$ cat src/source/switch_pkg.sv
package switch_pkg;

    localparam int N_PORTS   = 4;
    localparam int SEL_W     = 2;
    localparam int DATA_W    = 8;
    localparam int VOQ_DEPTH = 4;
    localparam int CNT_W     = 3;
    localparam int PTR_W     = 2;

    // cell as offered at an ingress port
    typedef struct packed {
        logic              valid;
        logic [SEL_W-1:0]  dest;
        logic [DATA_W-1:0] data;
    } ingress_t;

    // cell inside the fabric tagged with its source port
    typedef struct packed {
        logic              valid;
        logic [SEL_W-1:0]  src;
        logic [SEL_W-1:0]  dest;
        logic [DATA_W-1:0] data;
    } cell_t;

endpackage

$ cat src/source/slot_scheduler.sv
`timescale 1ns/10ps

module slot_scheduler (
    input  logic                                           clk,
    input  logic                                           rst_n,
    input  switch_pkg::ingress_t [switch_pkg::N_PORTS-1:0] ingress,
    input  logic [switch_pkg::N_PORTS-1:0]                 almost_full,
    output logic                                           ready,
    output logic [switch_pkg::SEL_W-1:0]                   slot,
    output switch_pkg::cell_t [switch_pkg::N_PORTS-1:0]    window
);

    import switch_pkg::*;

    logic                last_slot;
    cell_t [N_PORTS-1:0] tagged_cells;

    assign last_slot = (slot == SEL_W'(N_PORTS - 1));

    // accept only at the window boundary and only with room in every sub-queue
    assign ready = last_slot && !(|almost_full);

    // source tag is just the port index
    always_comb begin
        for (int p = 0; p < N_PORTS; p++) begin
            tagged_cells[p].valid = ingress[p].valid;
            tagged_cells[p].src   = SEL_W'(p);
            tagged_cells[p].dest  = ingress[p].dest;
            tagged_cells[p].data  = ingress[p].data;
        end
    end

    // window counter
    always_ff @(posedge clk or negedge rst_n) begin
        if (!rst_n) begin
            slot <= '0;
        end else if (last_slot) begin
            slot <= '0;
        end else begin
            slot <= slot + 1'b1;
        end
    end

    // sampled window with one cell per port
    always_ff @(posedge clk or negedge rst_n) begin
        if (!rst_n) begin
            window <= '0;
        end else if (ready) begin
            window <= tagged_cells;
        end else if (last_slot) begin
            // retire old cells at a stalled boundary so the shifter
            // does not hand them to the queues a second time
            for (int p = 0; p < N_PORTS; p++) begin
                window[p].valid <= 1'b0;
            end
        end
    end

endmodule

$ cat src/source/barrel_shift.sv
`timescale 1ns/10ps

module barrel_shift (
    input  logic                                        clk,
    input  logic                                        rst_n,
    input  logic [switch_pkg::SEL_W-1:0]                slot,
    input  switch_pkg::cell_t [switch_pkg::N_PORTS-1:0] window,
    output switch_pkg::cell_t [switch_pkg::N_PORTS-1:0] lanes
);

    import switch_pkg::*;

    cell_t [N_PORTS-1:0] rotated;

    // lane k takes port (k + slot) modulo N_PORTS
    always_comb begin
        for (int k = 0; k < N_PORTS; k++) begin
            rotated[k] = window[SEL_W'(k) + slot];
        end
    end

    always_ff @(posedge clk or negedge rst_n) begin
        if (!rst_n) begin
            lanes <= '0;
        end else begin
            lanes <= rotated;
        end
    end

endmodule

$ cat src/source/voq.sv
`timescale 1ns/10ps

module voq #(
    parameter int lane = 0
) (
    input  logic                           clk,
    input  logic                           rst_n,
    input  switch_pkg::cell_t              lane_cell,
    input  logic [switch_pkg::SEL_W-1:0]   rd_sel,
    input  logic                           rd_en,
    output logic [switch_pkg::DATA_W-1:0]  rd_data,
    output logic [switch_pkg::N_PORTS-1:0] empty,
    output logic                           full,
    output logic                           almost_full
);

    import switch_pkg::*;

    // one circular sub-queue per source port
    logic [DATA_W-1:0]  mem [N_PORTS][VOQ_DEPTH];
    logic [PTR_W-1:0]   wr_ptr [N_PORTS];
    logic [PTR_W-1:0]   rd_ptr [N_PORTS];
    logic [CNT_W-1:0]   count [N_PORTS];

    logic               hit;
    logic [N_PORTS-1:0] push;
    logic [N_PORTS-1:0] pop;
    logic [N_PORTS-1:0] sub_full;
    logic [N_PORTS-1:0] sub_afull;

    // destination filter
    assign hit = lane_cell.valid && (lane_cell.dest == SEL_W'(lane));

    always_comb begin
        for (int q = 0; q < N_PORTS; q++) begin
            empty[q]     = (count[q] == '0);
            sub_full[q]  = (count[q] == CNT_W'(VOQ_DEPTH));
            sub_afull[q] = (count[q] >= CNT_W'(VOQ_DEPTH - 1));
            push[q]      = hit && (lane_cell.src == SEL_W'(q)) && !sub_full[q];
            // pop of an empty sub-queue is dropped here
            pop[q]       = rd_en && (rd_sel == SEL_W'(q)) && !empty[q];
        end
    end

    assign full        = |sub_full;
    assign almost_full = |sub_afull;

    // first-word-fall-through head of the selected sub-queue
    assign rd_data = mem[rd_sel][rd_ptr[rd_sel]];

    always_ff @(posedge clk) begin
        for (int q = 0; q < N_PORTS; q++) begin
            if (push[q]) begin
                mem[q][wr_ptr[q]] <= lane_cell.data;
            end
        end
    end

    always_ff @(posedge clk or negedge rst_n) begin
        if (!rst_n) begin
            for (int q = 0; q < N_PORTS; q++) begin
                wr_ptr[q] <= '0;
                rd_ptr[q] <= '0;
                count[q]  <= '0;
            end
        end else begin
            for (int q = 0; q < N_PORTS; q++) begin
                if (push[q]) begin
                    wr_ptr[q] <= wr_ptr[q] + 1'b1;
                end
                if (pop[q]) begin
                    rd_ptr[q] <= rd_ptr[q] + 1'b1;
                end
                // simultaneous push and pop leaves the count alone
                case ({push[q], pop[q]})
                    2'b10:   count[q] <= count[q] + 1'b1;
                    2'b01:   count[q] <= count[q] - 1'b1;
                    default: count[q] <= count[q];
                endcase
            end
        end
    end

endmodule

$ cat src/source/switch_core.sv
`timescale 1ns/10ps

module switch_core (
    input  logic                                              clk,
    input  logic                                              rst_n,
    input  switch_pkg::ingress_t [switch_pkg::N_PORTS-1:0]    ingress,
    output logic                                              ready,
    input  logic [switch_pkg::N_PORTS-1:0][switch_pkg::SEL_W-1:0]  rd_sel,
    input  logic [switch_pkg::N_PORTS-1:0]                    rd_en,
    output logic [switch_pkg::N_PORTS-1:0][switch_pkg::DATA_W-1:0] rd_data,
    output logic [switch_pkg::N_PORTS*switch_pkg::N_PORTS-1:0] empty,
    output logic                                              full
);

    import switch_pkg::*;

    logic [SEL_W-1:0]    slot;
    cell_t [N_PORTS-1:0] window;
    cell_t [N_PORTS-1:0] lanes;
    logic [N_PORTS-1:0]  lane_almost_full;
    logic [N_PORTS-1:0]  lane_full;

    slot_scheduler u_slot_scheduler (
        .clk         (clk),
        .rst_n       (rst_n),
        .ingress     (ingress),
        .almost_full (lane_almost_full),
        .ready       (ready),
        .slot        (slot),
        .window      (window)
    );

    barrel_shift u_barrel_shift (
        .clk    (clk),
        .rst_n  (rst_n),
        .slot   (slot),
        .window (window),
        .lanes  (lanes)
    );

    // one egress lane per output port with lane-major empty flags
    for (genvar k = 0; k < N_PORTS; k++) begin : g_lane
        voq #(
            .lane (k)
        ) u_voq (
            .clk         (clk),
            .rst_n       (rst_n),
            .lane_cell   (lanes[k]),
            .rd_sel      (rd_sel[k]),
            .rd_en       (rd_en[k]),
            .rd_data     (rd_data[k]),
            .empty       (empty[k*N_PORTS +: N_PORTS]),
            .full        (lane_full[k]),
            .almost_full (lane_almost_full[k])
        );
    end

    assign full = |lane_full;

endmodule

$ cat config.mk
export PLATFORM = sky130hd
export DESIGN_NAME = switch_core
export DESIGN_NICKNAME = d
export VERILOG_FILES = /design/src/source/switch_pkg.sv /design/src/source/slot_scheduler.sv /design/src/source/barrel_shift.sv /design/src/source/voq.sv /design/src/source/switch_core.sv
export SDC_FILE = /design/constraint.sdc
export NUM_CORES = 1
export LEC_CHECK = 0
export BUFFER_PORTS_ARGS = -buffer_cell sky130_fd_sc_hd__buf_2
export CORE_MARGIN = 2
export CORE_UTILIZATION = 45
export CTS_CLUSTER_DIAMETER = 100
export DETAILED_ROUTE_END_ITERATION = 6
export GPL_ROUTABILITY_DRIVEN = 0
export SLEW_MARGIN = 20
export SYNTH_ARGS = -nofsm -noshare
export SYNTH_HDL_FRONTEND = slang
export SYNTH_SLANG_ARGS = --single-unit
$ cat constraint.sdc
create_clock -name clk -period 2.48 [get_ports clk]
set_input_delay 0.372 -clock clk [delete_from_list [all_inputs] [get_ports clk]]
set_output_delay 0.372 -clock clk [all_outputs]
set_load 0.05 [all_outputs]
# Word level (Yosys, flattened, before mapping)
# Memories as Yosys holds them, arrays and structs flattened.
# Cells that the tools add are included.
[word_totals]
register_bits = 212
ram_bits = 512
input_bits = 58
out_inout_bits = 50
wordCells = 638
mem_count = 4
[classes]
n_addsub = 67
magnitude_cmp = 60
eq_ne = 76
n_mux = 154
n_bitwise = 24
n_reduce_logical = 174
[mem_list]
columns = ["name", "words", "width", "rd", "rd_clocked_by_memory_dff", "write_ports", "line", "text"]
rows = [
  ["g_lane[0].u_voq.mem", 4, 32, 1, 0, 1, "voq.sv:20", "logic [DATA_W-1:0] mem [N_PORTS][VOQ_DEPTH];"],
  ["g_lane[1].u_voq.mem", 4, 32, 1, 0, 1, "voq.sv:20", ""],
  ["g_lane[2].u_voq.mem", 4, 32, 1, 0, 1, "voq.sv:20", ""],
  ["g_lane[3].u_voq.mem", 4, 32, 1, 0, 1, "voq.sv:20", ""],
]
[op_table]
columns = ["operator", "count"]
rows = [
  ["2-to-1 mux 32 bit", 40],
  ["OR reduction 32 bit", 12],
  ["demux 8 bit (select 2 bit)", 16],
  ["2-to-1 mux 8 bit", 24],
  ["binary-select mux 13 bit (select 2 bit)", 4],
  ["one-hot mux 3 bit (2 select lines)", 16],
  ["logical AND 1 bit", 85],
  ["greater-or-equal comparator 3 bit, second input constant", 24],
  ["NOT 2 -> 3 bit", 24],
  ["equality test 2 bit, second input constant", 35],
  ["adder 2 x 1 -> 2 bit, second input constant", 32],
  ["binary-select mux 8 bit (select 2 bit)", 4],
  ["2-to-1 mux 13 bit", 4],
  ["equality test 2 x 1 -> 1 bit, second input constant", 25],
  ["adder 3 x 1 -> 3 bit, second input constant", 16],
  ["equality test 3 bit, second input constant", 16],
  ["greater-or-equal comparator 3 x 2 -> 1 bit, second input constant", 16],
  ["zero test 3 bit", 16],
  ["< comparator 3 x 1 -> 1 bit, second input constant", 16],
  ["subtractor 3 x 1 -> 3 bit, second input constant", 16],
  ["2-to-1 mux 2 bit", 21],
  ["nonzero test 2 bit", 17],
  ["zero test 1 bit", 33],
  ["OR reduction 16 bit", 2],
  ["other kinds (6)", 41],
]

# Logic depth before layout (Yosys ltp)
[logic_depth]
depth_word = 10
depth_mapped = 11
ltp_nobuf = 10

# Cells and area by module
# A second synthesis with hierarchy kept.
[hier_totals]
cells_unflattened = 1664
area_unflattened_um2 = 31232.5
[by_module_without_submodules]
columns = ["module", "instances", "cells_per_inst", "area_each_um2", "seq_area_each_um2"]
rows = [
  ["voq at g_lane[1].u_voq ...", 2, 360, 6700.2, 4544.4],
  ["voq at g_lane[3].u_voq", 1, 358, 6700.2, 4544.4],
  ["voq at g_lane[0].u_voq", 1, 360, 6696.4, 4544.4],
  ["barrel_shift", 1, 116, 2607.5, 1301.2],
  ["slot_scheduler", 1, 109, 1820.5, 1176.1],
  ["switch_core", 1, 1, 7.5, 0.0],
]

# Worst setup path after synthesis
# No wires, ideal clock.
[synth_path]
path_type = "input -> output"
startpoint = "input port rd_sel[2] (netlist bit)"
endpoint = "output port rd_data[10] (netlist bit)"
arrival_ns = 2.710
required_time_ns = 2.108
slack_ns = -0.602
cell_stages = 6
n_path_buf = 3
path_cell_list = "buf_2 -> mux4_2 -> buf_2 -> buf_2 -> mux2i_1 -> o21ai_0"
[synth_rtl]
columns = ["item", "line", "text"]
rows = [
  ["from (decl)", "switch_core.sv:8", "input logic [switch_pkg::N_PORTS-1:0][switch_pkg::SEL_W-1:0] rd_sel,"],
  ["to (decl)", "switch_core.sv:10", "output logic [switch_pkg::N_PORTS-1:0][switch_pkg::DATA_W-1:0] rd_data,"],
]

==> results_dict.tcl <==
set metrics [dict create \
    grt-ovfl-total 0 \
    ant_nets 0 \
    p_int_mw 21.8 \
    synthesis.nets 1851 \
    vias 15614 \
    crit_top_cell "buf_6" \
    clk_pin_slew_ns 0.06 \
    rrSetupSlack_ns 0.11 \
    violations "setup timing" \
    cts_buffers 76 \
    maxCapViolCount 0 \
    ys_seq_area_share_pct 67.1 \
    status "finished with violations" \
    syn_area_um2 30700 \
    worstSkewPairLatency_ns 0.61 \
    min_from "ingress[9]" \
    finalHoldViolCount 0 \
    routed_wl_um 66300 \
    grt_pass1_vias 16513 \
    r2r-start "g_lane[3].u_voq.count[5]" \
    seq_power_share_pct 48.2 \
    grt_antenna_before_repair 2 \
    async_flop_share_pct 29.0 \
    die_x_um 265 \
    post-place-ws_ns -0.262 \
    yosysWarningCount 0 \
    synth_adder_area_share_pct 4.34 \
    slew_headroom_pct 48.3 \
    track_usage_pct 19.3 \
    synth_top_cell_by_area "edfxtp_1" \
    start_kind "flip-flop" \
    synthMuxAreaShare_pct 17.7 \
    reg2regPathDepth 6 \
    drv_slew 0 \
    max_freq_ghz 0.365 \
    cts_sinks 721 \
    power.share.clock_pct 36.8 \
    setup-violations-final 34 \
    nets 2127 \
    use_met3_pct 2.64 \
    finalCriticalPeriod_ns 2.74 \
    synth_top_family_by_area "multiplexers" \
    met2_usage_pct 32.2 \
    synth_edf_count 512 \
    drt-initial-drc-count 942 \
    tritoncts "built" \
    clockRootBuffer "clkbuf_16" \
    place_hpwl_um 45100 \
    final.setup.tns_ns -6.63 \
    rsz0062_at_grt "yes" \
    fin_worst_skew_ns 0.0272 \
    wl_per_cell_um 22.8 \
    tightest_slew_ns 0.775 \
    ys_ff_latch 721 \
    whs_path_depth 2 \
    fin_util_pct 54.4 \
    worstSetupEndpointType "output pin" \
    power_switching_mw 8.12 \
    powerDensity_nw_per_um2 818 \
    synthFlopType "edfxtp_1" \
    die-area_um2 70400 \
    required_ns 2.11 \
    criticalPathCategory "flip-flop to output pin" \
    use_met1_pct 27.1 \
    synth_simple_gate_area_share_pct 4.43 \
    boundaryPins 108 \
    viasPerCell 5.37 \
    h-tree-depth 3 \
    first_pass_iters 5 \
    worst_slack_ns -0.258 \
    fin_crit_sh_pct 110 \
    hold_path.class "input port to flip-flop" \
    area_growth_pct 19.3 \
    crit_chain "mux4_2 > buf_6 > mux2i_4 > o21ai_2 > buf_6" \
    power.leakage_nw 15.0 \
    core_region_area_um2 67400 \
    rows 95 \
    cp.arrival_ns 2.37 \
    worst_path_max_delay_cell "mux4_2" \
    grt_max_degree 67 \
    synth-compound-area-share_pct 1.51 \
    yosys.area.top_type_share_pct 50.1 \
    initial_core_util_pct 45.6 \
    power_frac_comb_pct 15.0 \
    numPortBuffers 107 \
    holdWs_ns 0.0361 \
    whs_endpoint "u_slot_scheduler.window[9]" \
    vdd_ir_drop_max_mv 0.574 \
    syn_avg_cell_area_um2 18.1 \
    synth-xor-area-share_pct 2.74 \
    antenna-diode-count 0 \
    path_max_fanout 6 \
    ys_top_cells_by_area "edfxtp_1 (50%), dfrtp_1 (17%), mux4_2 (13%)" \
    syn_inst 1696 \
    cts_buffer_depth 3 \
    drc 0 \
    critPathMaxStageDelay_ns 0.62 \
    worstReg2RegEnd "u_slot_scheduler.window[31]" \
    grt_pass1_wl_um 102000 \
    top_usage_layer "met2" \
    p_sw_share_pct 27.1 \
    layout-drive-gt1-share_pct 34.0 \
    die_h_um 265 \
    synth_cell_types 44 \
]
==> layer usage <==
layer  share of wire, %  vias up  wire length [um]
met5                  0        -                 0
met4                1.5        0               989
met3                4.0       66              2650
met2                 50      333             33100
met1                 45     8183             29500
li1                   -     7032                 -
==> cell type report <==
cell class                      count  area [um2]
Fill cell                        5177       30800
Inverter                          101         379
Clock inverter                     42         353
Clock buffer                       99        2090
Sequential cell                   721       20600
Multi-Input combinational cell    815        9870
Tap cell                          873        1090
Timing Repair Buffer              257        2230
==> placed cells by master, fill, tap and decap left out, types with 5 or more instances in the layout <==
cell / count
a22oi_1: 11
and2_1: 67
buf_12: 19
buf_2: 72
buf_4: 96
buf_6: 38
clkbuf_1: 16
clkbuf_16: 80
clkinv_1: 10
clkinv_2: 18
dfrtp_1: 198
dfrtp_2: 11
dlygate4sd3_1: 29
edfxtp_1: 512
fa_1: 16
ha_1: 80
inv_1: 101
mux2_1: 5
mux2_2: 37
mux2_4: 35
mux2i_1: 33
mux2i_2: 5
mux4_2: 182
nand2_1: 63
nand2_2: 11
nand3_1: 6
nand4_1: 5
nor2_1: 25
nor3_1: 6
nor3_2: 16
nor3b_1: 12
o21ai_0: 21
o21ai_2: 28
xnor2_1: 48
xor2_1: 48
==> repair_timing <==
item / in CTS / in global routing
buffers inserted: 12 / 7
hold endpoints to repair: 82 / 0
pin swaps: 6 / 1
endpoints found under the setup margin: 35 / 54
cloned: 2 / 1
hold buffers: 29 / 0
resized for setup: 103 / 33
==> power groups by stage <==
| stage | registers (mW) | logic, mW | clock network [mW] |
|---|---|---|---|
| final | 14.4 | 4.50 | 11.0 |
| after global placement | 14.6 | 3.86 | 0 |
| after global routing | 14.5 | 4.91 | 11.8 |
| after floorplan | 14.4 | 2.77 | 0 |
| after detailed placement | 14.6 | 4.01 | 0 |
| after CTS | 14.4 | 4.40 | 11.3 |
==> worst max-delay path, delay by kind of cell, from the launching register on <==
family / cells / cell delay (ns)
compound gates: 1 / 0.13
mux: 2 / 0.82
buf+inv: 2 / 0.37
flops: 1 / 0.44
==> cells by family after synthesis <==
| family | Yosys count |
|---|---|
| DFF | 721 |
| muxes | 297 |
| and+or+nand+nor | 246 |
| buffers and inverters | 162 |
| adders and majority gates | 97 |
| xor gates and xnor gates | 96 |
| AOI/OAI and AO/OA | 77 |
==> flip-flops by register name, summed over array words and instances, names as in the netlist <==
register	cells
g_lane.u_voq.mem	512
u_slot_scheduler.window	45
u_barrel_shift.lanes	50
g_lane.u_voq.wr_ptr	32
g_lane.u_voq.rd_ptr	32
g_lane.u_voq.count	48
u_slot_scheduler.slot	2
==> Yosys cell counts, drive strengths merged, types with 3 or more instances <==
cell type / n
nor3b: 14
nor2: 25
nor3: 22
nand4: 6
dfrtp: 209
a22o: 4
inv: 101
nor4b: 6
mux4: 180
o21ai: 53
nand3: 7
xor2: 48
buf: 45
fa: 16
nor2b: 3
nor4: 8
clkbuf: 16
edfxtp: 512
nand2: 75
ha: 81
a22oi: 12
mux2i: 40
and2: 67
xnor2: 48
and3: 3
a2111oi: 6
mux2: 77
==> worst max path at each step <==
stage	from	endpoint	depth (start not counted)
2_1_floorplan	rd_sel[2]	rd_data[10]	6
3_3_place_gp	rd_sel[6]	g_lane[3].u_voq.count[11]	10
3_5_place_dp	rd_sel[6]	g_lane[3].u_voq.count[11]	10
4_1_cts	g_lane[3].u_voq.rd_ptr[0]	rd_data[30]	5
5_1_grt	g_lane[3].u_voq.rd_ptr[0]	rd_data[24]	5
6_report	g_lane[3].u_voq.rd_ptr[0]	rd_data[24]	5
==> through the flow <==
| step | instances | cell area [um2] | power, mW |
|---|---|---|---|
| 2_1_floorplan | 1696 | 30900 | 17.1 |
| 3_3_place_gp | 2716 | 33200 | 18.4 |
| 3_5_place_dp | 2716 | 33200 | 18.6 |
| 6_report | 2908 | 36600 | 30.0 |
| 4_1_cts | 2900 | 36500 | 30.1 |
| 5_1_grt | 2908 | 36600 | 31.2 |
Note: power is estimated with default switching activity, not from simulation.
